### src/rtl/ooo_pkg.sv
package ooo_pkg;

  localparam int XLEN        = 32;
  localparam int ROB_DEPTH   = 8;
  localparam int IQ_DEPTH    = 4;
  localparam int MUL_LATENCY = 3; // launch to result valid

  typedef logic signed [XLEN-1:0]       data_t;
  typedef logic [4:0]                   reg_addr_t;
  typedef logic [$clog2(ROB_DEPTH)-1:0] rob_ix_t;

  typedef enum logic [2:0] {
    IT_OP,
    IT_OPIMM,
    IT_LUI,
    IT_MUL,
    IT_NOP // anything not supported, dropped at dispatch
  } itype_t;

  typedef enum logic [3:0] {
    ALU_ADD,
    ALU_SUB,
    ALU_SLL,
    ALU_SLT,
    ALU_SLTU,
    ALU_XOR,
    ALU_SRL,
    ALU_SRA,
    ALU_OR,
    ALU_AND,
    ALU_PASS_B // lui
  } alu_func_t;

  typedef enum logic [1:0] {
    MUL_LO,
    MUL_HI_SS,
    MUL_HI_UU
  } mul_func_t;

  localparam logic [6:0] OPC_OP    = 7'b0110011;
  localparam logic [6:0] OPC_OPIMM = 7'b0010011;
  localparam logic [6:0] OPC_LUI   = 7'b0110111;

endpackage
### src/rtl/multiplier.sv
`timescale 1ns/10ps

module multiplier
  import ooo_pkg::*;
(
  input  logic      clk_100mhz,
  input  logic      sys_rst,
  input  logic      i_launch,
  input  mul_func_t i_func,
  input  data_t     i_a, i_b,
  input  rob_ix_t   i_rob_ix,
  input  logic      i_read,
  output logic      o_ready,
  output logic      o_valid,
  output data_t     o_result,
  output rob_ix_t   o_rob_ix
);
  logic        busy;
  logic [$clog2(MUL_LATENCY+1)-1:0] cnt;
  mul_func_t   func_q;
  data_t       a_q, b_q;
  logic signed [63:0] prod_ss;
  logic [63:0] prod_uu;

  assign prod_ss = a_q * b_q;
  assign prod_uu = $unsigned(a_q) * $unsigned(b_q);
  assign o_ready = !busy && (!o_valid || i_read);

  always_ff @(posedge clk_100mhz) begin
    if (sys_rst) begin
      busy    <= 1'b0;
      o_valid <= 1'b0;
    end else if (i_launch) begin
      busy    <= 1'b1;
      o_valid <= 1'b0;
    end else if (busy && cnt == 1) begin
      busy    <= 1'b0; // result lands MUL_LATENCY cycles after launch
      o_valid <= 1'b1;
    end else if (i_read) begin
      o_valid <= 1'b0;
    end
  end

  always_ff @(posedge clk_100mhz) begin
    if (i_launch) begin
      cnt      <= $bits(cnt)'(MUL_LATENCY - 1);
      func_q   <= i_func;
      a_q      <= i_a;
      b_q      <= i_b;
      o_rob_ix <= i_rob_ix;
    end else if (busy) begin
      cnt <= cnt - 1'b1;
    end
    if (busy && cnt == 1) begin
      case (func_q)
        MUL_HI_SS: o_result <= prod_ss[63:32];
        MUL_HI_UU: o_result <= prod_uu[63:32];
        default:   o_result <= prod_ss[31:0];
      endcase
    end
  end

endmodule

### config.mk
export PLATFORM = sky130hd
export DESIGN_NAME = multiplier
export DESIGN_NICKNAME = d
export VERILOG_FILES = /design/src/rtl/ooo_pkg.sv /design/src/rtl/multiplier.sv
export SDC_FILE = /design/constraint.sdc
export NUM_CORES = 2
export LEC_CHECK = 0
export BUFFER_PORTS_ARGS = -buffer_cell sky130_fd_sc_hd__buf_2
export CORE_AREA = 2 2 489 369
export DETAILED_ROUTE_END_ITERATION = 7
export DIE_AREA = 0 0 491 371
export PLACE_DENSITY = 0.59
export SYNTH_ARGS = -nofsm -noshare
export SYNTH_HDL_FRONTEND = slang
export SYNTH_SLANG_ARGS = --single-unit
### constraint.sdc
create_clock -name clk_100mhz -period 8.25 [get_ports clk_100mhz]
set_input_delay 0.825 -clock clk_100mhz [delete_from_list [all_inputs] [get_ports clk_100mhz]]
set_output_delay 0.825 -clock clk_100mhz [all_outputs]
set_load 0.02 [all_outputs]
==> flow_metrics.tcl <==
set metrics [dict create \
    status "finished, final reports clean" \
    regToRegSetupSlack_ns 0.03 \
    maxSlewHeadroom 0.1482 \
    worst_r2r_endpoint "o_result[31]$_DFFE_PP_" \
    cts_tree "built" \
    finalNetCount 7909 \
    synth_fp_nets 7569 \
    pin_count 110 \
    hold-path-endpoint "b_q[4]$_DFFE_PP_" \
    crit_fanout 9 \
    maxCapViolCount 0 \
    worstPathRequired_ns 8.59 \
    period_share 0.9959 \
    placed_cell_area_um2 61340 \
    min_path_cells 1 \
    ff2ff_path_depth 28 \
    critPathLaunchType "flop" \
    area_growth_pct 14.94 \
    dp.cells 8319 \
    cts-root-buf "clkbuf_16" \
    path_class "reg -> reg" \
    fillCellCount 18030 \
    clk_pin_slew_worst_paths_ns 0.11 \
    core_area_um2 177400 \
    wl_per_cell_um 20.61 \
    syn_inst 5637 \
    port_buffers 109 \
    setup_viol_count_final 0 \
    h-tree-depth 3 \
    grt_max_degree 51 \
    gr-usage-all-layers 0.1966 \
    synth_area_leaders "fa_1, inv_1, ha_1, and2_1, edfxtp_1" \
    ys_ff_latch 105 \
    setup_ws_ns 0.03423 \
    via_count 39630 \
    synth-edff-count 101 \
    hp-start "i_b[4]" \
    yosysSeqAreaShare 0.05687 \
    place.gp.congestion 0.9453 \
    cts_buffers 9 \
    rows 134 \
    final_area_um2 62920 \
    fmax_mhz 121.7 \
    fin_skew_ns 0.02618 \
    rsz0062_at_grt "yes" \
    layout-drive-gt1-share 0.1311 \
    grt_pass1_wl_um 271900 \
    synth_common_cells "inv_1, fa_1, nand2_1, and2_1, ha_1" \
    antenna_found_initial 6 \
    dp_hpwl_um 153900 \
    syn_area_per_cell_um2 9.711 \
    routed_via_density 4.737 \
    grt_pass1_vias 43610 \
    drt_iter0_markers 3108 \
    instances_no_fill 8365 \
    cp_data_arrival_time_ns 8.55 \
    yosysTopAreaCell "fa_1" \
    report.final.hold_viol_count 0 \
    die_y_um 371 \
    cpMostUsedCell "fa_1" \
    finalCriticalPeriod_ns 8.216 \
    yosysTopAreaCellShare 0.5379 \
    cts_buffer_depth 2 \
    yosys_warnings 0 \
    hold_class "in -> reg" \
    routed_wl_um 172400 \
    cts_sinks 105 \
    synthFlopType "edfxtp_1" \
    end_kind "flop" \
    overflow 0 \
    die_w_um 491 \
    r2r_start "b_q[14]$_DFFE_PP_" \
    whs_ns 0.4999 \
    ys_async_sr_fraction 0 \
    synth_most_common_cell "inv_1" \
    ant_nets 0 \
    synth.cell_area_um2 54740 \
    slowest_stage "fa_1" \
    worst_slew_pin_slew_ns 1.278 \
    die-area_um2 182200 \
    max_stage_delay_ns 0.61 \
    drv_slew 0 \
    clock_latency_ns 0.49 \
    drc 0 \
    dr.pass1.iters 6 \
    start_util 0.3086 \
    pre_cts_ws_ns -0.2983 \
    yosysUniqueCellTypes 84 \
]
timing repair:
action                                 CTS  global route
cloned                                   0             2
setup endpoints to repair               19            31
buffers inserted                         2            23
hold buffers                             0             0
resized for setup                       44           196
endpoints found under the hold margin    0             0
pin swaps                                9            83
area by class of cell:
type	count	area [µm²]	share of cell area
antenna	3	7.507	0.0001193
clock buffer	9	225.2	0.003579
clock inverter	7	88.84	0.001412
inverter	1541	5784	0.09193
multi-input combinational	3761	45920	0.7299
sequential	105	3113	0.04948
tap	2380	2978	0.04733
timing repair buffer	559	4798	0.07626
stage by stage:
step | TNS (ns) | util
floorplan | 0 | -
global placement | -1.298 | 0.3458
detailed placement | -1.346 | 0.3458
CTS | -0.2358 | 0.3486
global route | -1.176 | 0.3547
finish | 0 | 0.3547
critical path, delay by kind of cell (launching register included):
family                     cells  cell delay [ns]
AOI/OAI and AO/OA              6             1.26
adders and majority gates      9             4.40
buffers and inverters          8             1.15
DFF                            1             0.45
and+or+nand+nor                5             0.79
how the worst max path moves through the flow:
stage | from | end | cells past startpoint
after floorplan | a_q[31]$_DFFE_PP_ | o_result[30]$_DFFE_PP_ | 25
after global placement | a_q[16]$_DFFE_PP_ | o_result[10]$_DFFE_PP_ | 28
after detailed placement | a_q[14]$_DFFE_PP_ | o_result[10]$_DFFE_PP_ | 27
after CTS | b_q[8]$_DFFE_PP_ | o_result[12]$_DFFE_PP_ | 25
after global routing | a_q[11]$_DFFE_PP_ | o_result[31]$_DFFE_PP_ | 28
final | b_q[14]$_DFFE_PP_ | o_result[31]$_DFFE_PP_ | 28
per-layer routing:
layer / vias up / share of wire / global-route usage
met5: - / 0 / 0
met1: 20980 / 0.49 / 0.3062
met2: 1390 / 0.41 / 0.2779
met3: 94 / 0.091 / 0.04917
met4: 0 / 0.011 / 0.02473
li1: 17160 / - / -
kinds of logic after synthesis:
kind of cell	after synthesis	share of synthesized area
buf+inv	1771	0.1215
xor+xnor	104	0.01664
mux	5	0.0009828
simple gates	1363	0.1250
fa+ha+maj	1859	0.6266
compound gates	430	0.05239
flops	105	0.05687
cells in the final DEF (no fill, tap or decap), types with 14 or more instances in the layout:
cell type  instances
a21o_1            56
a21oi_1          110
a21oi_2           23
and2_1           520
buf_12            63
buf_2            108
buf_4            374
edfxtp_1         101
fa_1            1427
fa_2              44
ha_1             368
ha_4              16
inv_1           1525
inv_2             16
nand2_1          597
nand3_1           22
nand4_1           29
nor2_1            60
nor2b_1           42
nor3_1            14
o21ai_0           48
o21ai_1           17
o21bai_1          23
xnor2_1           64
xor2_1            37
flip-flops by register name, indices dropped and copies added, names as in the netlist:
signal    count
func_q        2
cnt           2
o_rob_ix      3
a_q          32
b_q          32
o_result     32
o_valid       1
busy          1
Power is left out: the tool's default activity adds up to more than one toggle a clock period on the data nets, which glitch-free logic cannot reach.
