`config.mk`:
```
export PLATFORM = sky130hd
export DESIGN_NAME = register_file
export DESIGN_NICKNAME = d
export VERILOG_FILES = /design/src/rtl/ooo_pkg.sv /design/src/rtl/register_file.sv
export SDC_FILE = /design/constraint.sdc
export NUM_CORES = 2
export LEC_CHECK = 0
export BUFFER_PORTS_ARGS = -buffer_cell sky130_fd_sc_hd__buf_2
export CORE_MARGIN = 2
export CORE_UTILIZATION = 30
export DETAILED_ROUTE_END_ITERATION = 10
export PLACE_DENSITY = 0.43
export SKIP_CTS_REPAIR_TIMING = 1
export SYNTH_ARGS = -nofsm -noshare
export SYNTH_HDL_FRONTEND = slang
export SYNTH_SLANG_ARGS = --single-unit
export TNS_END_PERCENT = 50
```
`constraint.sdc`:
```
create_clock -name clk_100mhz -period 3.39 [get_ports clk_100mhz]
set_input_delay 0.339 -clock clk_100mhz [delete_from_list [all_inputs] [get_ports clk_100mhz]]
set_output_delay 0.339 -clock clk_100mhz [all_outputs]
set_load 0.1 [all_outputs]
```
`src/rtl/ooo_pkg.sv`:
```
package ooo_pkg;

  localparam int XLEN        = 32;
  localparam int ROB_DEPTH   = 8;
  localparam int IQ_DEPTH    = 4;
  localparam int MUL_LATENCY = 3; // launch to result valid

  typedef logic signed [XLEN-1:0]       data_t;
  typedef logic [4:0]                   reg_addr_t;
  typedef logic [$clog2(ROB_DEPTH)-1:0] rob_ix_t;

  typedef enum logic [2:0] {
    IT_OP,
    IT_OPIMM,
    IT_LUI,
    IT_MUL,
    IT_NOP // anything not supported, dropped at dispatch
  } itype_t;

  typedef enum logic [3:0] {
    ALU_ADD,
    ALU_SUB,
    ALU_SLL,
    ALU_SLT,
    ALU_SLTU,
    ALU_XOR,
    ALU_SRL,
    ALU_SRA,
    ALU_OR,
    ALU_AND,
    ALU_PASS_B // lui
  } alu_func_t;

  typedef enum logic [1:0] {
    MUL_LO,
    MUL_HI_SS,
    MUL_HI_UU
  } mul_func_t;

  localparam logic [6:0] OPC_OP    = 7'b0110011;
  localparam logic [6:0] OPC_OPIMM = 7'b0010011;
  localparam logic [6:0] OPC_LUI   = 7'b0110111;

endpackage
```
`src/rtl/register_file.sv`:
```
`timescale 1ns/10ps

module register_file
  import ooo_pkg::*;
(
  input  logic      clk_100mhz,
  input  logic      sys_rst,
  input  reg_addr_t i_rs1, i_rs2,
  input  logic      i_issue,
  input  reg_addr_t i_issue_rd,
  input  rob_ix_t   i_issue_ix,
  input  logic      i_commit,
  input  reg_addr_t i_commit_rd,
  input  rob_ix_t   i_commit_ix,
  input  data_t     i_commit_value,
  output data_t     o_val1, o_val2,
  output rob_ix_t   o_tag1, o_tag2,
  output logic      o_tag1_valid, o_tag2_valid
);
  data_t   regs  [32];
  rob_ix_t tag   [32];
  logic    tag_v [32];

  assign o_val1       = (i_rs1 == '0) ? '0 : regs[i_rs1];
  assign o_val2       = (i_rs2 == '0) ? '0 : regs[i_rs2];
  assign o_tag1       = tag[i_rs1];
  assign o_tag2       = tag[i_rs2];
  assign o_tag1_valid = tag_v[i_rs1];
  assign o_tag2_valid = tag_v[i_rs2];

  always_ff @(posedge clk_100mhz) begin
    if (sys_rst) begin
      for (int r = 0; r < 32; r++) begin
        regs[r]  <= '0; // architectural state starts at zero
        tag_v[r] <= 1'b0;
      end
    end else begin
      if (i_commit && i_commit_rd != '0) begin
        regs[i_commit_rd] <= i_commit_value;
        if (tag[i_commit_rd] == i_commit_ix) tag_v[i_commit_rd] <= 1'b0; // still latest writer
      end
      if (i_issue && i_issue_rd != '0) tag_v[i_issue_rd] <= 1'b1; // new tag wins
    end
  end

  always_ff @(posedge clk_100mhz) begin
    if (i_issue && i_issue_rd != '0) tag[i_issue_rd] <= i_issue_ix;
  end

endmodule

```
==> results.txt <==
The clock latency on the worst-skew pair came out at 0.80 ns. The highest fanout seen on the critical path is 2. The number of vias per cell after detailed routing is 5.46.

The initial antenna violation count came out at 36. 134 I/O pins were placed. The tightest hold path in the finished design has a slack of 0.0457 ns. The share of layout cells above drive strength 1 came out at 0.352. Dividing the synthesized area by the synthesized cell count gives 16.5 sq um. For the worst setup path, the data arrival time is 3.00 ns.

The clock skew came out at 0.0315 ns. The post-layout minimum cycle time is 3.34 ns. Yosys attributes the largest share of cell area to sky130_fd_sc_hd__edfxtp_1 55%, sky130_fd_sc_hd__mux4_2 26%, sky130_fd_sc_hd__and2_1 10%. The maximum frequency from static timing analysis is roughly 300 MHz. The total instance count after detailed placement is about 6.5k.

The clock root buffer is sky130_fd_sc_hd__clkbuf_16. The share of the yosys chip area belonging to registers is 0.559. Among all flip-flop cells after synthesis, the most frequent one is sky130_fd_sc_hd__edfxtp_1.

The synthesized netlist cell count came out at 3729. Setup violations remaining at the end of the flow were counted as 0. The internal power consumption is 27.1 mW. The wire length of the first global-routing pass is 326000 um. Summed over all cells, the static leakage comes to 24.4 nW. The net count of the finished layout came out at 3988.

The number of flops mapped to enable cells by yosys is 1120. Entering global routing, the biggest net connects roughly 50 pins. Summed over all instances, the cell type with the most area after synthesis is sky130_fd_sc_hd__edfxtp_1. The number of distinct library cells after synthesis came out at 38. The HPWL after detailed placement came out at 146000 um. Counting the buffers created by CTS gives 142. The sort of element at the end of the critical path is an output port.

The class of the most critical setup path is reg -> out. The tool flagged a number of max-cap violations equal to 0. The die is 456 um wide. Summing every instance area after synthesis gives 61400 sq um. Input and output buffers added on the ports amount to 133. The count of H-tree levels built during CTS is 4.

The data required time of the critical path is 3.05 ns. Measured against its own limit, the worst slew margin works out to 0.323. The number of DRC violations after detailed-routing iteration 0 is 3896. The number of hold-slack violations in the final timing report came out at 0.

The sequential group share of total power came out at 0.444. The floorplan step defined a core boundary enclosing around 200000 sq um. Yosys printed 0 warnings. The post-placement cell area is 67800 sq um. The floorplan has ~170 rows. Once layout is complete, the cells apart from fillers number 6727. After detailed routing, the number of remaining DRC violations is 0. The power dissipated by switching net loads is 10.5 mW.

Measured on the finished design, the core utilization comes to 0.357. The area growth from synthesis to layout is 17.9%. The starting utilization of the core area came out at 0.303. The flow ran to the end, and the final reports show no timing, DRC or antenna violations.

The overall via count from detail_route is 36.7k. The clock sink total came out at 1152. The TritonCTS clock tree is yes.

The die footprint came out at around 210000 sq um. Once detail routing completed, the nets flagged for antenna violations numbered 0. In this run the vertical extent of the chip is 456 um.

The actual slew at the worst max-slew pin is approximately 1.0 ns. The final routed wirelength across all metal layers is around 240000 um. Of the total power, the share spent switching nets is 0.279.

The count of final max-slew check failures came to 0. The last weighted congestion value of the routability-driven placer is ~0.81. The post-layout instance area came out at ~72000 sq um. The worst slack at placement is -0.151 ns.

The part of the power in combinational logic is 0.160. For the final routed database, the setup TNS stands at 0 ns. The maximum VDD drop came out at 0.000327 V. The routed length per instance came out at 35.1 um.

The min-delay analysis places its worst path in the category in -> reg. The total global routing track utilization is 0.226. The remaining global-route overflow came out at 0. Counting flops with an async set or reset pin after synthesis yields a share of 0. The share of the synthesized area in the top cell type came out at 0.548. Of the available clock period, the critical path in the final layout requires 0.986. Power spread over the standard cell area amounts to 520 nW/um^2.

Counting flops and latches in the post-synthesis netlist gives 1152. Clock-pin slew was measured on the worst setup and hold paths at ~0.060 ns. The buffer levels on the longest clock path is 3. The first-pass iteration count of the detailed router is 7. The worst-case setup margin in the final layout is 0.0486 ns. The post-route total power is 37.6 mW. Setup repair after global routing left no endpoint under its margin. The count of filler cells inserted in the layout is between 15k and 20k. The share of total power dissipated in the clock network is 0.397. The via count of the first global-routing pass is 37.9k. The worst setup path is launched from a flop.
[kinds of logic after synthesis]
logic type / synth area share
other: 0.0000611
AO/OA/AOI/OAI: 0.00704
XOR/XNOR: 0.000143
buffers and inverters: 0.0259
multiplexers: 0.284
flip-flops: 0.559
AND/OR/NAND/NOR: 0.124
[worst max-delay path, cell delays in order (launching register included)]
cell and delay [ns]:
sky130_fd_sc_hd__edfxtp_1 0.39, sky130_fd_sc_hd__mux4_2 0.53, sky130_fd_sc_hd__mux4_2 0.59, sky130_fd_sc_hd__mux2i_2 0.30
sky130_fd_sc_hd__nor2_1 0.09, sky130_fd_sc_hd__buf_2 0.30
[registers in the layout (all words and copies together), names as in the netlist]
register / count
tag_v: 32
regs: 1024
tag: 96
[cells in the final DEF, fill, tap and decap left out, drive strengths merged, types with 32 or more instances in the layout]
master	netlist	layout
or2	33	33
nor2	156	156
clkinv	0	54
edfxtp	1120	1120
buf	92	411
conb	1	35
mux4	720	720
mux2i	112	112
and2	992	992
dfxtp	32	32
clkbuf	308	192
[worst paths after layout]
kind	to	cells past startpoint	slack, ns	from
max	o_val1[31]	5	0.05	regs[31][31]$_SDFFCE_PN0P_
min	tag[15][2]$_DFFE_PP_	1	0.05	i_issue_ix[2]
max reg2reg	tag_v[23]$_DFF_P_	7	0.78	tag[19][0]$_DFFE_PP_
min reg2reg	tag_v[0]$_DFF_P_	1	0.48	tag_v[0]$_DFF_P_
[power by group through the flow]
stage	logic, mW	registers (mW)	clock network [mW]
floorplan	3.78	16.8	0
global placement	6.02	17.0	0
detailed placement	6.00	17.0	0
CTS	6.01	16.7	15.2
global route	6.19	16.8	15.7
finish	6.00	16.7	14.9
[per-layer routing]
metal / up-vias / routed length (um) / share of wire / global-route usage
li1: 15100 / - / - / -
met5: - / 52 / 0.00022 / 0
met3: 307 / 13000 / 0.055 / 0.0297
met1: 20000 / 98300 / 0.42 / 0.302
met2: 1348 / 118000 / 0.50 / 0.385
met4: 8 / 6250 / 0.026 / 0.0633
[area by class of cell]
cell class | instances | area, sq um | area share
timing repair buffer | 419 | 4290 | 0.0593
antenna | 14 | 35.0 | 0.000484
sequential | 1152 | 34300 | 0.474
multi-input combinational | 2211 | 26000 | 0.359
clock buffer | 185 | 3760 | 0.0519
clock inverter | 74 | 671 | 0.00927
tap | 2672 | 3340 | 0.0462
[Yosys cell counts, drive strengths merged (6+ instances only)]
cell type,count
or2,33
edfxtp,1120
dfxtp,32
nand2,10
mux2,8
nor4,11
buf,92
o22ai,24
clkbuf,308
a311oi,31
mux2i,112
and2,992
nor3,31
nor2,156
nor2b,6
mux4,720
Power figures use the tool's default switching activity.
