<file path="src/rtl/ooo_pkg.sv">
package ooo_pkg;

  localparam int XLEN        = 32;
  localparam int ROB_DEPTH   = 8;
  localparam int IQ_DEPTH    = 4;
  localparam int MUL_LATENCY = 3; // launch to result valid

  typedef logic signed [XLEN-1:0]       data_t;
  typedef logic [4:0]                   reg_addr_t;
  typedef logic [$clog2(ROB_DEPTH)-1:0] rob_ix_t;

  typedef enum logic [2:0] {
    IT_OP,
    IT_OPIMM,
    IT_LUI,
    IT_MUL,
    IT_NOP // anything not supported, dropped at dispatch
  } itype_t;

  typedef enum logic [3:0] {
    ALU_ADD,
    ALU_SUB,
    ALU_SLL,
    ALU_SLT,
    ALU_SLTU,
    ALU_XOR,
    ALU_SRL,
    ALU_SRA,
    ALU_OR,
    ALU_AND,
    ALU_PASS_B // lui
  } alu_func_t;

  typedef enum logic [1:0] {
    MUL_LO,
    MUL_HI_SS,
    MUL_HI_UU
  } mul_func_t;

  localparam logic [6:0] OPC_OP    = 7'b0110011;
  localparam logic [6:0] OPC_OPIMM = 7'b0010011;
  localparam logic [6:0] OPC_LUI   = 7'b0110111;

endpackage
</file>
<file path="src/rtl/reorder_buffer.sv">
`timescale 1ns/10ps

module reorder_buffer
  import ooo_pkg::*;
(
  input  logic      clk_100mhz,
  input  logic      sys_rst,
  input  logic      i_alloc,
  input  reg_addr_t i_rd,
  input  logic      i_cdb_valid,
  input  rob_ix_t   i_cdb_rob_ix,
  input  data_t     i_cdb_value,
  input  rob_ix_t   i_look_ix1, i_look_ix2,
  output logic      o_full,
  output rob_ix_t   o_alloc_ix,
  output data_t     o_look_val1, o_look_val2,
  output logic      o_look_done1, o_look_done2,
  output logic      o_commit_valid,
  output reg_addr_t o_commit_rd,
  output data_t     o_commit_value,
  output rob_ix_t   o_commit_ix
);
  logic      busy  [ROB_DEPTH];
  logic      done  [ROB_DEPTH];
  reg_addr_t rd    [ROB_DEPTH];
  data_t     value [ROB_DEPTH];
  rob_ix_t   head, tail;
  logic [$clog2(ROB_DEPTH+1)-1:0] count;

  assign o_full         = (count == ROB_DEPTH);
  assign o_alloc_ix     = tail;
  assign o_look_val1    = value[i_look_ix1];
  assign o_look_val2    = value[i_look_ix2];
  assign o_look_done1   = done[i_look_ix1];
  assign o_look_done2   = done[i_look_ix2];
  assign o_commit_valid = busy[head] && done[head]; // in order, one per cycle
  assign o_commit_rd    = rd[head];
  assign o_commit_value = value[head];
  assign o_commit_ix    = head;

  always_ff @(posedge clk_100mhz) begin
    if (sys_rst) begin
      head  <= '0;
      tail  <= '0;
      count <= '0;
      for (int e = 0; e < ROB_DEPTH; e++) begin
        busy[e] <= 1'b0;
        done[e] <= 1'b0;
      end
    end else begin
      if (i_cdb_valid) done[i_cdb_rob_ix] <= 1'b1;
      if (o_commit_valid) begin
        busy[head] <= 1'b0;
        head       <= head + 1'b1;
      end
      if (i_alloc && !o_full) begin
        busy[tail] <= 1'b1;
        done[tail] <= 1'b0;
        tail       <= tail + 1'b1;
      end
      count <= count + (i_alloc && !o_full) - o_commit_valid;
    end
  end

  always_ff @(posedge clk_100mhz) begin
    if (i_alloc && !o_full) rd[tail] <= i_rd;
    if (i_cdb_valid) value[i_cdb_rob_ix] <= i_cdb_value;
  end

endmodule

</file>
<file path="config.mk">
export PLATFORM = sky130hd
export DESIGN_NAME = reorder_buffer
export DESIGN_NICKNAME = d
export VERILOG_FILES = /design/src/rtl/ooo_pkg.sv /design/src/rtl/reorder_buffer.sv
export SDC_FILE = /design/constraint.sdc
export NUM_CORES = 1
export LEC_CHECK = 0
export BUFFER_PORTS_ARGS = -buffer_cell sky130_fd_sc_hd__buf_2
export CORE_ASPECT_RATIO = 0.8
export CORE_UTILIZATION = 40
export CTS_CLUSTER_DIAMETER = 50
export DETAILED_ROUTE_END_ITERATION = 12
export GPL_ROUTABILITY_DRIVEN = 0
export PLACE_DENSITY = 0.62
export SLEW_MARGIN = 40
export SYNTH_ARGS = -nofsm -noshare
export SYNTH_HDL_FRONTEND = slang
export SYNTH_SLANG_ARGS = --single-unit
</file>
<file path="constraint.sdc">
create_clock -name clk_100mhz -period 5.35 [get_ports clk_100mhz]
set_clock_uncertainty 0.15 [all_clocks]
set_input_delay 1.07 -clock clk_100mhz [delete_from_list [all_inputs] [get_ports clk_100mhz]]
set_output_delay 1.07 -clock clk_100mhz [all_outputs]
set_load 0.05 [all_outputs]
</file>
==> impl_summary.md <==
Global routing
The wire length of the first global-routing pass is 61.4 mm. The global-route usage over all layers is 0.200. Entering global routing, the biggest net connects 67 pins. The met3 track utilization from global routing is 0.0336. For this run, global-route usage on met1 was measured as 0.269. The total overflow left after global routing is 0.

The via count of the first global-routing pass came to 9,535. The number of antenna violations at the first check in global routing is 3. For met2 alone, demand over resource in global routing was 0.338. The routing layer with the top usage in global route is met2.

Floorplanning
The core area is 0.0398 mm². The die covers 0.0416 mm². The die boundary height is 183 µm.

The initial utilization of the core area, before any placement, comes to 0.410. The floorplan step set the die width to 228 µm. The number of primary I/O pins is 161. The cell row count is 65.

Route
Once detail routing completed, the nets flagged for antenna violations numbered 0. After the first detailed-routing iteration, the DRC count stood at 702. Dividing the detail-routed wire length by the instance count gives 25.4 µm. The via density per instance is 5.76.

The post-detailed-route DRC marker count is 0. The final layout contains routed wiring with a total length of 41.4 mm. The total vias in the final route is 9,367. The number of search-and-repair iterations in the first detailed-routing pass is 5.

Clock tree
The number of buffers created by CTS is 39. The post-cts hold buffer count is 0. The number of H-tree branching levels is 2. At the later pin of the worst-skew pair, clock insertion delay measures 0.53 ns.

Post-CTS timing repair inserted 0 buffers for setup. The number of gates resized after CTS was 0. The root buffer cell chosen for the clock tree is sky130_fd_sc_hd__clkbuf_16. Counting every sink on the clock net gives 325. TritonCTS built the clock tree. The clock passes through at most 3 buffers.

The clock-pin transition on the worst setup and hold timing paths is 0.06 ns.

Layout
The multi-input combinational cells in the finished layout cover a total of 0.00652 mm². After the last flow step, the layout net total stands at 1,115. The area overhead of the layout relative to synthesis is 17.2%. For this run, the number of standard cells in the final layout without fillers is 1,626.

The fraction of final layout cells with drive strength greater than 1 is 0.492. The number of filler cells placed in the layout is 3,280. The core utilization of the finished layout is 0.480.

The footprint of the flip-flops and latches is 0.00948 mm².

Outcome
The flow ran to the end, and the final reports show no timing, DRC or antenna violations.

Logic synthesis
During synthesis, Yosys emitted a total of 0 warnings. The synthesized netlist cell count is 894. The most used standard cell by instance count after synthesis is sky130_fd_sc_hd__edfxtp_1. The share of the synthesized area in the top cell type is 0.545. The most used flip-flop cell after synthesis is sky130_fd_sc_hd__edfxtp_1. In this run the mean area of a mapped cell was 18.2 µm². Counting instances in the post-synthesis netlist gives the leading cell types as sky130_fd_sc_hd__edfxtp_1, sky130_fd_sc_hd__mux4_2, sky130_fd_sc_hd__nand2_1, sky130_fd_sc_hd__mux2_2, sky130_fd_sc_hd__dfxtp_1. The net count of the mapped netlist is 952. Of all flip-flops after synthesis, the portion carrying an async set or reset was 0. Counting flops and latches in the post-synthesis netlist gives 325.

The number of distinct standard cells referenced by the synthesized netlist is 29. The share of the Yosys chip area taken by registers is 0.581. The dominant cell type by area after synthesis is sky130_fd_sc_hd__edfxtp_1. The summed instance area of the synthesized netlist is 0.0163 mm².

The count of flip-flops with a built-in enable after synthesis is 296. By area the synthesized netlist is led by sky130_fd_sc_hd__edfxtp_1, sky130_fd_sc_hd__mux4_2, sky130_fd_sc_hd__mux2_2, sky130_fd_sc_hd__dfxtp_1, sky130_fd_sc_hd__nand2_1.

Power
The worst ir drop on vdd is 0.000237 V. The analysis attributes to cell leakage a power of 0.00645 µW. In this run the power density over the cells is 337 mW/mm².

Worst setup path
Data arrives at the worst endpoint at 2.90 ns. The endpoint of the worst register-to-register path is count[2]. In this run the worst path has a maximum fanout of 30. For the worst flop-to-flop path, the logic depth is 11. In this run the number of cells on the critical path is 5. The signal on the critical path passes through buf_4 > buf_12 > mux4_2 > mux2_2 > buf_2. The setup check on the worst reg-to-reg path leaves a slack of 2.04 ns. The type of origin of the critical path is an input pin. The kind of cell with the highest combined delay along the critical path is buffers and inverters. For this design, the slowest cell found on the critical path is sky130_fd_sc_hd__mux4_2. The most critical setup path has its startpoint at i_look_ix2[0]. The delay of the slowest cell on the worst path is 0.55 ns.

In this run the worst setup path terminates at o_look_val2[30]. The endpoint class of the critical path is a primary output. The buffer and inverter count on the worst path is 3. The worst setup path is of the input pin to primary output kind. The required arrival time at the worst endpoint is 4.13 ns.

Timing
Setup repair after global routing left no endpoint under its margin. At the pin with the least slew margin, the transition time is 0.775 ns. The final setup violation count is 0. Of the available clock period, the critical path in the final layout requires 0.770. The worst max-slew margin expressed relative to the limit is 0.483.

The highest attainable clock frequency is 243 MHz. The count of final max-slew check failures is 0. The final total negative setup slack is 0 ns. For the finished layout, the period the worst path requires is 4.12 ns. Final hold analysis gives a worst-case slack of 0.323 ns. The count of final hold-check violations is 0.

Place
In this run the tool buffered the top-level ports with 160 buffer cells. The total instance count after detailed placement is 1,552. The total half-perimeter wirelength after legalization and detailed placement is 24.9 mm.

Flow run
The tool flagged a number of max-cap violations equal to 0.

Hold path
In this run the worst hold path is classified as register to register.
## layout make-up
type | instances | share of cell area
sequential | 325 | 0.496
multi-input combinational | 486 | 0.341
timing repair buffer | 185 | 0.0553
inverter | 20 | 0.00393
clock buffer | 47 | 0.0537
clock inverter | 25 | 0.0140
tap | 536 | 0.0351
antenna | 2 | 0.000262
## worst min-delay path: stages, from the launching register on
cell                      delay [ns]
sky130_fd_sc_hd__dfxtp_1        0.31
sky130_fd_sc_hd__o41ai_1        0.06
sky130_fd_sc_hd__a21oi_1        0.06
## flip-flops by register name (all words and copies together) (netlist names), named ones only
register	flops
count	4
done	8
value	256
o_commit_ix	3
o_alloc_ix	3
rd	40
busy	8
## cells in the final DEF (no fill, tap or decap), types with 3 or more instances in the layout
| cell | netlist | layout |
|---|---|---|
| sky130_fd_sc_hd__o41ai_1 | 6 | 6 |
| sky130_fd_sc_hd__buf_2 | 1 | 158 |
| sky130_fd_sc_hd__ha_1 | 7 | 7 |
| sky130_fd_sc_hd__a21oi_1 | 10 | 10 |
| sky130_fd_sc_hd__nor2_4 | 0 | 6 |
| sky130_fd_sc_hd__clkinv_2 | 0 | 3 |
| sky130_fd_sc_hd__inv_2 | 4 | 4 |
| sky130_fd_sc_hd__mux2_2 | 67 | 67 |
| sky130_fd_sc_hd__xor2_1 | 3 | 3 |
| sky130_fd_sc_hd__buf_4 | 15 | 22 |
| sky130_fd_sc_hd__inv_1 | 16 | 16 |
| sky130_fd_sc_hd__edfxtp_1 | 296 | 296 |
| sky130_fd_sc_hd__clkbuf_16 | 0 | 39 |
| sky130_fd_sc_hd__nand2_1 | 127 | 127 |
| sky130_fd_sc_hd__nand2b_1 | 6 | 6 |
| sky130_fd_sc_hd__nor2_1 | 23 | 16 |
| sky130_fd_sc_hd__inv_6 | 0 | 5 |
| sky130_fd_sc_hd__or3_1 | 6 | 6 |
| sky130_fd_sc_hd__mux4_2 | 208 | 208 |
| sky130_fd_sc_hd__clkinv_1 | 0 | 7 |
| sky130_fd_sc_hd__nor3_1 | 10 | 8 |
| sky130_fd_sc_hd__clkinv_4 | 0 | 3 |
| sky130_fd_sc_hd__buf_12 | 0 | 5 |
| sky130_fd_sc_hd__clkbuf_1 | 20 | 6 |
| sky130_fd_sc_hd__bufinv_16 | 0 | 4 |
| sky130_fd_sc_hd__dfxtp_1 | 29 | 26 |
## logic make-up after synthesis
group                    share of synthesized area
flip-flops                                   0.581
AND/OR/NAND/NOR                             0.0438
XOR/XNOR                                   0.00215
AO/OA/AOI/OAI                              0.00967
adder cells (fa/ha/maj)                    0.00660
multiplexers                                 0.334
buffers and inverters                       0.0226
## layer usage
layer / up-vias / part of all wire
met5: - / 0.00031
met4: 2 / 0.022
met1: 4894 / 0.42
met2: 354 / 0.50
met3: 73 / 0.062
li1: 4044 / -
## power breakdown
group	internal [µW]	switching (µW)
Sequential	2870	55.8
Combinational	316	553
Clock	1580	1060
Total	4770	1670
## how the worst min path moves through the flow
stage | start | to | slack [ns] | depth (start not counted)
6_report | busy[0] | busy[0] | 0.32 | 2
5_1_grt | busy[1] | busy[1] | 0.35 | 2
4_1_cts | busy[1] | busy[1] | 0.32 | 2
3_5_place_dp | busy[1] | busy[1] | 0.31 | 2
3_3_place_gp | busy[1] | busy[1] | 0.31 | 2
2_1_floorplan | busy[0] | busy[0] | 0.29 | 2
## through the flow
stage | cell area [µm²] | power [µW] | worst slack, ns
2_1_floorplan | 16300 | 3610 | 1.23
4_1_cts | 19100 | 6500 | 1.19
3_3_place_gp | 17800 | 3850 | 1.23
3_5_place_dp | 17800 | 3860 | 1.20
5_1_grt | 19100 | 6660 | 1.12
6_report | 19100 | 6440 | 1.23
No activity file was read; power rests on OpenSTA's default activity.
