`src/rtl/ooo_pkg.sv`:
```
package ooo_pkg;

  localparam int XLEN        = 32;
  localparam int ROB_DEPTH   = 8;
  localparam int IQ_DEPTH    = 4;
  localparam int MUL_LATENCY = 3; // launch to result valid

  typedef logic signed [XLEN-1:0]       data_t;
  typedef logic [4:0]                   reg_addr_t;
  typedef logic [$clog2(ROB_DEPTH)-1:0] rob_ix_t;

  typedef enum logic [2:0] {
    IT_OP,
    IT_OPIMM,
    IT_LUI,
    IT_MUL,
    IT_NOP // anything not supported, dropped at dispatch
  } itype_t;

  typedef enum logic [3:0] {
    ALU_ADD,
    ALU_SUB,
    ALU_SLL,
    ALU_SLT,
    ALU_SLTU,
    ALU_XOR,
    ALU_SRL,
    ALU_SRA,
    ALU_OR,
    ALU_AND,
    ALU_PASS_B // lui
  } alu_func_t;

  typedef enum logic [1:0] {
    MUL_LO,
    MUL_HI_SS,
    MUL_HI_UU
  } mul_func_t;

  localparam logic [6:0] OPC_OP    = 7'b0110011;
  localparam logic [6:0] OPC_OPIMM = 7'b0010011;
  localparam logic [6:0] OPC_LUI   = 7'b0110111;

endpackage
```
`src/rtl/alu.sv`:
```
`timescale 1ns/10ps

module alu
  import ooo_pkg::*;
(
  input  logic      clk_100mhz,
  input  logic      sys_rst,
  input  logic      i_launch,
  input  alu_func_t i_func,
  input  data_t     i_a, i_b,
  input  rob_ix_t   i_rob_ix,
  input  logic      i_read,
  output logic      o_ready,
  output logic      o_valid,
  output data_t     o_result,
  output rob_ix_t   o_rob_ix
);
  data_t res;

  always_comb begin
    case (i_func)
      ALU_ADD:  res = i_a + i_b;
      ALU_SUB:  res = i_a - i_b;
      ALU_SLL:  res = i_a << i_b[4:0];
      ALU_SLT:  res = data_t'(i_a < i_b);
      ALU_SLTU: res = data_t'($unsigned(i_a) < $unsigned(i_b));
      ALU_XOR:  res = i_a ^ i_b;
      ALU_SRL:  res = $unsigned(i_a) >> i_b[4:0];
      ALU_SRA:  res = i_a >>> i_b[4:0];
      ALU_OR:   res = i_a | i_b;
      ALU_AND:  res = i_a & i_b;
      default:  res = i_b; // pass_b
    endcase
  end

  assign o_ready = !o_valid || i_read; // free once cdb takes the result

  always_ff @(posedge clk_100mhz) begin
    if (sys_rst) o_valid <= 1'b0;
    else if (i_launch) o_valid <= 1'b1;
    else if (i_read) o_valid <= 1'b0;
  end

  always_ff @(posedge clk_100mhz) begin
    if (i_launch) begin
      o_result <= res;
      o_rob_ix <= i_rob_ix;
    end
  end

endmodule

```
`config.mk`:
```
export PLATFORM = sky130hd
export DESIGN_NAME = alu
export DESIGN_NICKNAME = d
export VERILOG_FILES = /design/src/rtl/ooo_pkg.sv /design/src/rtl/alu.sv
export SDC_FILE = /design/constraint.sdc
export NUM_CORES = 1
export LEC_CHECK = 0
export ABC_AREA = 1
export BUFFER_PORTS_ARGS = -buffer_cell sky130_fd_sc_hd__buf_2
export CORE_MARGIN = 3
export CORE_UTILIZATION = 45
export DETAILED_ROUTE_END_ITERATION = 12
export HOLD_SLACK_MARGIN = 0.02
export PLACE_DENSITY = 0.74
export SKIP_LAST_GASP = 1
export SYNTH_ARGS = -nofsm -noshare
export SYNTH_HDL_FRONTEND = slang
export SYNTH_SLANG_ARGS = --single-unit
```
`constraint.sdc`:
```
create_clock -name clk_100mhz -period 3.4 [get_ports clk_100mhz]
set_input_delay 0.34 -clock clk_100mhz [delete_from_list [all_inputs] [get_ports clk_100mhz]]
set_output_delay 0.34 -clock clk_100mhz [all_outputs]
set_load 0.02 [all_outputs]
```
==> results.cfg, run 1 <==
[grt]
grt.total_usage_pct = 41.4
grt_pass1_wl_mm = 87.9
grt-ovfl-total = 0
top_usage_layer = met2
met2_usage_pct = 61.8
antenna_found_initial = 3
grt_pass1_vias = 14200
gr-usage-met3_pct = 9.35
grt_start_max_net_pins = 72
use_met1_pct = 56.5

[cells_and_area]
finish.net_count = 2466
post_route_cells_drive_above_1_share_pct = 7.86
final_cell_mix = nand2_1, nand3_1, inv_1
n_fill_cell = 2823
diodes = 0
final_common_cell = nand2_1
syn_to_final_growth_pct = 8.38

[sta]
rsz0062_at_grt = false
finalWorstSetupSlack_ns = 0.593
hold_viol_final = 0
setup_violations = 0
finalCriticalPeriod_ns = 2.81
period_share_pct = 82.6
max_slew_margin_pct = 27.3
holdWs_ns = 0.187
timing.setup.tns_ns = 0
fmax_ghz = 0.356
fin_skew_ns = 0
slew_violations = 0
worstMarginPinSlew_ns = 1.09

[power_and_ir_drop]
p_clk_share_pct = 17.7
ir_drop_uv = 182
internal_power_mw = 1.36
p_sw_mw = 1.66
cellPowerDensity_nw_per_um2 = 242
p_comb_share_pct = 63.2
pwr-share-seq_pct = 19.1
p_leak_nw = 6.98
p_total_mw = 3.02
swShare_pct = 55.0

[floorplanning]
fp.dieArea_um2 = 27500
placementRows = 57
coreArea_um2 = 24700
pin_count = 112
initial_core_util_pct = 46.5
die_height_um = 166
die_w_um = 166

[placement]
dp_hpwl_mm = 48.9
gp_congestion = 1.05
port_buffers = 111
pre_cts_slack_ns = 0.441

[critical_path]
critPathMaxFanout = 15
endpoint_kind = flop
startpoint_type = input port
cp.buffers_inverters = 3
crit_type = input port to flop
arrival_ns = 2.87
slowest_stage = fa_1
crit_chain = buf_2, ha_1, inv_1, fa_1, inv_1, nand3_1, nand3_1, nand2_1, nand2_1, nand2_1, nand3_1, nand2_1, nand3_1, nand2_1, nor2_1, nand2_1
critical_path_required_ns = 3.46
critical_path.top_delay_family = simple AND/OR/NAND/NOR gates
crit_top_cell = nand2_1
cp_slowest_stage_delay_ns = 0.37

[clock_tree]
tritoncts = done
path_clk_slew_ns = 0.07
cts_buffers = 5
cts_root_buf = clkbuf_16
htree_levels = 2
postCtsHoldBufs = 0
cts.path.max_buffers = 2
cts_resized = 0
cts.sinks = 36
insertion_delay_ns = 0.30
cts_setup_buffers = 0

[logic_synthesis]
netlist_area_um2 = 11500
synth-compound-area-share_pct = 10.4
ys.flop_type = edfxtp_1
avgSynthCellArea_um2 = 5.17
synth_adder_area_share_pct = 11.1
yosysWarnings = 0
synth_top_family_by_area = simple AND/OR/NAND/NOR gates
synthXorXnorAreaFrac_pct = 0
ys_ff_latch = 36
syn-num-nets = 2403
synth_cell_types = 41
synthMuxAreaShare_pct = 0
synth_cells = 2227
synth-edff-count = 35
async_reset_ff_share_pct = 0
yosysSeqAreaShare_pct = 9.30
synth-simple-area-share_pct = 54.6

[detailed_routing]
drt_iter0_markers = 2280
antenna_left = 0
wirelength_mm = 59.7
drt-vias-per-instance = 5.99
dr.pass1.iters = 6
drc = 0
wl_per_cell_um = 22.8
vias = 15700

[flow_run]
cap_violations = 0

[min_path]
hold_path.class = input port to flop

[status]
outcome = finished, final reports clean
==> power by group through the flow <==
stage / Combinational, mW / Clock [mW] / Sequential (mW)
after floorplan: 1.12 / 0 / 0.642
after global placement: 1.83 / 0 / 0.582
after detailed placement: 1.83 / 0 / 0.582
after CTS: 1.84 / 0.522 / 0.574
after global routing: 2.07 / 0.541 / 0.580
final: 1.91 / 0.534 / 0.576
==> area by class of cell <==
cell class	instances	area [um^2]	share of cell area (%)
inverters	315	1180	9.50
clock inverters	3	18.8	0.150
clock buffers	5	125	1.00
multi-input cells	1780	8760	70.2
well taps	324	405	3.25
flip-flops and latches	36	1070	8.58
repair buffers	152	913	7.32
==> flip-flops by register name, indices dropped and copies added, names as in the netlist <==
| signal | cells |
|---|---|
| o_result | 32 |
| o_rob_ix | 3 |
| o_valid | 1 |
==> per-layer routing <==
| layer | up-vias | part of all wire (%) |
|---|---|---|
| li1 | 7350 | - |
| met1 | 7008 | 40 |
| met5 | - | 0.064 |
| met3 | 166 | 13 |
| met4 | 6 | 5.5 |
| met2 | 1140 | 41 |
==> final timing paths <==
path | startpoint | to | slack (ns) | cells past startpoint
setup / recovery | i_b[0] | o_result[22] | 0.59 | 16
hold / removal | sys_rst | o_valid | 0.19 | 2
setup reg to reg | o_valid | o_valid | 2.84 | 2
hold reg to reg | o_valid | o_valid | 0.48 | 2
==> synth_stat cells, drive strengths merged, types with 2 or more instances <==
cell / number / area (um^2)
o22ai: 15 / 93.8
o2111ai: 3 / 26.3
nand3: 421 / 2110
nand3b: 7 / 52.6
nor4: 5 / 31.3
nand4: 45 / 282
a211oi: 5 / 37.5
and2: 9 / 56.3
buf: 77 / 425
o21bai: 12 / 90.1
a21oi: 71 / 355
o221ai: 2 / 17.5
nor3: 16 / 85.1
clkbuf: 19 / 72.6
inv: 314 / 1180
nand2: 760 / 2870
a31oi: 6 / 37.5
edfxtp: 35 / 1050
ha: 99 / 1240
o21ai: 70 / 350
nor2: 206 / 798
fa: 2 / 40.0
o211ai: 22 / 165
==> worst register-to-register path: stages, from the launching register on <==
cell and delay, ns:
dfxtp_1 0.32, nand2_1 0.06, a21oi_1 0.11
==> metrics by stage <==
step	utilization (%)	cells	instance area [um^2]
after detailed placement	49.8	2607	12300
after global routing	50.4	2615	12500
after floorplan	-	2227	11500
final	50.4	2615	12500
after CTS	50.4	2615	12500
after global placement	49.8	2607	12300
==> cell families (layout without fill, tap and decap cells) <==
logic type	after synthesis	after routing
simple gates	1470	1470
buf+inv	411	475
compound gates	209	209
fa+ha+maj	101	101
flops	36	36
(Power assumes the default switching activity.)
==> run 2: changes to the inputs <==
ABC_AREA = 0   (was 1)
PLACE_DENSITY = 0.75   (was 0.74)
clock period = 2.8 ns   (was 3.4 ns; I/O delays follow)
==> results.cfg, run 2 <==
[logic_synthesis]
ys.flop_type = edfxtp_1
ys_ff_latch = 36
yosys.area.top_type = ha_1
synth_top_family_by_area = compound AO/OA/AOI/OAI gates
synthXorXnorAreaFrac_pct = 2.41
netlist_area_um2 = 9810
synth_top_area_share_pct = 12.6
yosysSeqAreaShare_pct = 10.9
synth_area_leaders = ha_1, edfxtp_1, mux4_2, a21oi_1, nor2_1
synth-compound-area-share_pct = 33.1
synthTopCellsByCount = nor2_1, a21oi_1, o21ai_0
syn-num-nets = 1522
synth_cell_types = 81
yosysMostFrequentCell = nor2_1
synth-simple-area-share_pct = 17.9
synth-edff-count = 35
avgSynthCellArea_um2 = 7.29
async_reset_ff_share_pct = 0
synth_adder_area_share_pct = 13.0
synth_cells = 1346
yosysWarnings = 0
synthMuxAreaShare_pct = 14.0

[min_path]
hold_depth = 2
hold_path_end = o_valid
hold_path.class = input port to flop
hp-start = sys_rst

[grt]
grt-ovfl-total = 0
antenna_found_initial = 0
grt_start_max_net_pins = 71
grt_pass1_vias = 12700
grt.total_usage_pct = 39.3
grt_pass1_wl_mm = 73.3

[clock_tree]
postCtsHoldBufs = 0
insertion_delay_ns = 0.30
cts_root_buf = clkbuf_16
cts.path.max_buffers = 2
htree_levels = 2
tritoncts = done
path_clk_slew_ns = 0.07
cts_buffers = 5
cts.sinks = 36

[critical_path]
crit_chain = buf_8, buf_8, buf_12, bufbuf_16, nor2_1, a21oi_1, mux2i_1, a211oi_1, a31oi_1, buf_4, o21ai_1, a221oi_1, buf_4, o41ai_1, o32a_1
critical_path_required_ns = 2.85
worstReg2RegStart = o_valid
endpoint_kind = flop
startpoint_type = input port
arrival_ns = 3.05
cp.buffers_inverters = 6
slowest_stage = a221oi_1
ff2ff_setup_slack_ns = 2.20
r2r_end = o_valid
critical_path.top_delay_family = compound AO/OA/AOI/OAI gates
crit_type = input port to flop
cp_slowest_stage_delay_ns = 0.37
reg2reg_depth = 2
critPathMaxFanout = 42

[cells_and_area]
regArea_um2 = 1070
diodes = 0
syn_to_final_growth_pct = 47.9
top_regs = o_result: 32 flops, o_rob_ix: 3 flops, o_valid: 1 flops
n_fill_cell = 1739
final_cell_mix = buf_4, nor2_1, a21oi_1
final_area_um2 = 14500
finish.net_count = 1919
largest_register = o_result
largest_reg_flops = 32
multiInputGateArea_um2 = 8680
finalNonFillerCells = 2019
final_common_cell = buf_4
post_route_cells_drive_above_1_share_pct = 39.9

[detailed_routing]
wirelength_mm = 49.7
drc = 0
dr.pass1.iters = 7
drt_iter0_markers = 1891
drt-vias-per-instance = 6.56
wl_per_cell_um = 24.6
vias = 13200
antenna_left = 0

[placement]
gp_congestion = 1.06
dp_hpwl_mm = 37.2
placedCellCount = 1977
port_buffers = 111
place_area_um2 = 13100

[power_and_ir_drop]
cellPowerDensity_nw_per_um2 = 294
ir_drop_uv = 220
p_leak_nw = 6.39

[sta]
worstMarginPinSlew_ns = 0.951
period_share_pct = 107
fmax_ghz = 0.334
setup_violations = 9
finalWorstSetupSlack_ns = -0.198
slew_violations = 0
hold_viol_final = 0
timing.setup.tns_ns = -0.475
holdWs_ns = 0.125
rsz0062_at_grt = true
fin_skew_ns = 0
max_slew_margin_pct = 36.6
finalCriticalPeriod_ns = 3.00

[floorplanning]
initial_core_util_pct = 46.2
coreArea_um2 = 21200
pin_count = 112
placementRows = 53
die_height_um = 154
fp.dieArea_um2 = 23600
die_w_um = 154

[status]
violations = setup timing
outcome = finished, violations left

[flow_run]
cap_violations = 0
## run 2: changes by cell type in the layout (fill, tap and decap cells not counted), sizes merged, moves of 43 or more
cell   before  now
o21ai      70  124
nor2      206  163
a21oi      71  145
inv       314   97
buf       152  491
nand3     421   25
mux2i       0   45
nand2     760  103
## run 2: cell families after synthesis
kind of cell	Yosys count
simple gates	388
flops	36
buf+inv	205
xor+xnor	27
mux	90
compound gates	499
fa+ha+maj	101
## run 2: worst max path at each step
stage	start	to	slack (ns)	cells past startpoint
finish	i_b[0]	o_result[26]	-0.20	15
global route	i_b[0]	o_result[26]	-0.23	15
CTS	i_b[0]	o_result[26]	-0.08	15
detailed placement	i_a[0]	o_result[30]	-0.71	16
global placement	i_a[0]	o_result[30]	-0.69	16
floorplan	i_b[2]	o_result[24]	-0.37	16
## run 2: cell type report
| cell class | count | area share [%] |
|---|---|---|
| Clock buffer | 5 | 0.863 |
| Clock inverter | 3 | 0.129 |
| Inverter | 100 | 2.90 |
| Multi-Input combinational cell | 1105 | 59.9 |
| Sequential cell | 36 | 7.39 |
| Tap cell | 275 | 2.37 |
| Timing Repair Buffer | 495 | 26.5 |
## run 2: through the flow
stage	total power [mW]	worst slack [ns]	utilization, %
after floorplan	2.13	-0.365	-
after detailed placement	3.27	-0.708	61.8
final	4.27	-0.198	68.3
after global routing	4.45	-0.235	68.3
after global placement	3.25	-0.688	61.8
after CTS	4.03	-0.0812	65.7
## run 2: repair_timing
action / 4_1_cts / 5_1_grt
cloned: 4 / 1
buffers inserted: 19 / 14
pin swaps: 34 / 42
resized for setup: 106 / 98
endpoints found under the hold margin: 0 / 0
setup endpoints to repair: 19 / 26
## run 2: worst register-to-register path, cell delays in order (launching register included)
cell and delay, ns:
dfxtp_1 0.33, nand2b_1 0.07, a21oi_1 0.13
## run 2: per-layer routing
| layer | GRT usage (%) | part of all wire [%] | vias to the layer above |
|---|---|---|---|
| met5 | 0 | 0 | - |
| met4 | 27.1 | 9.2 | 0 |
| met3 | 6.78 | 11 | 248 |
| met2 | 61.8 | 44 | 1061 |
| met1 | 49.0 | 36 | 6129 |
| li1 | - | - | 5802 |
## run 2: power breakdown
part | internal [mW] | switching, mW
registers | 0.669 | 0.0161
clock network | 0.329 | 0.269
logic | 1.32 | 1.66
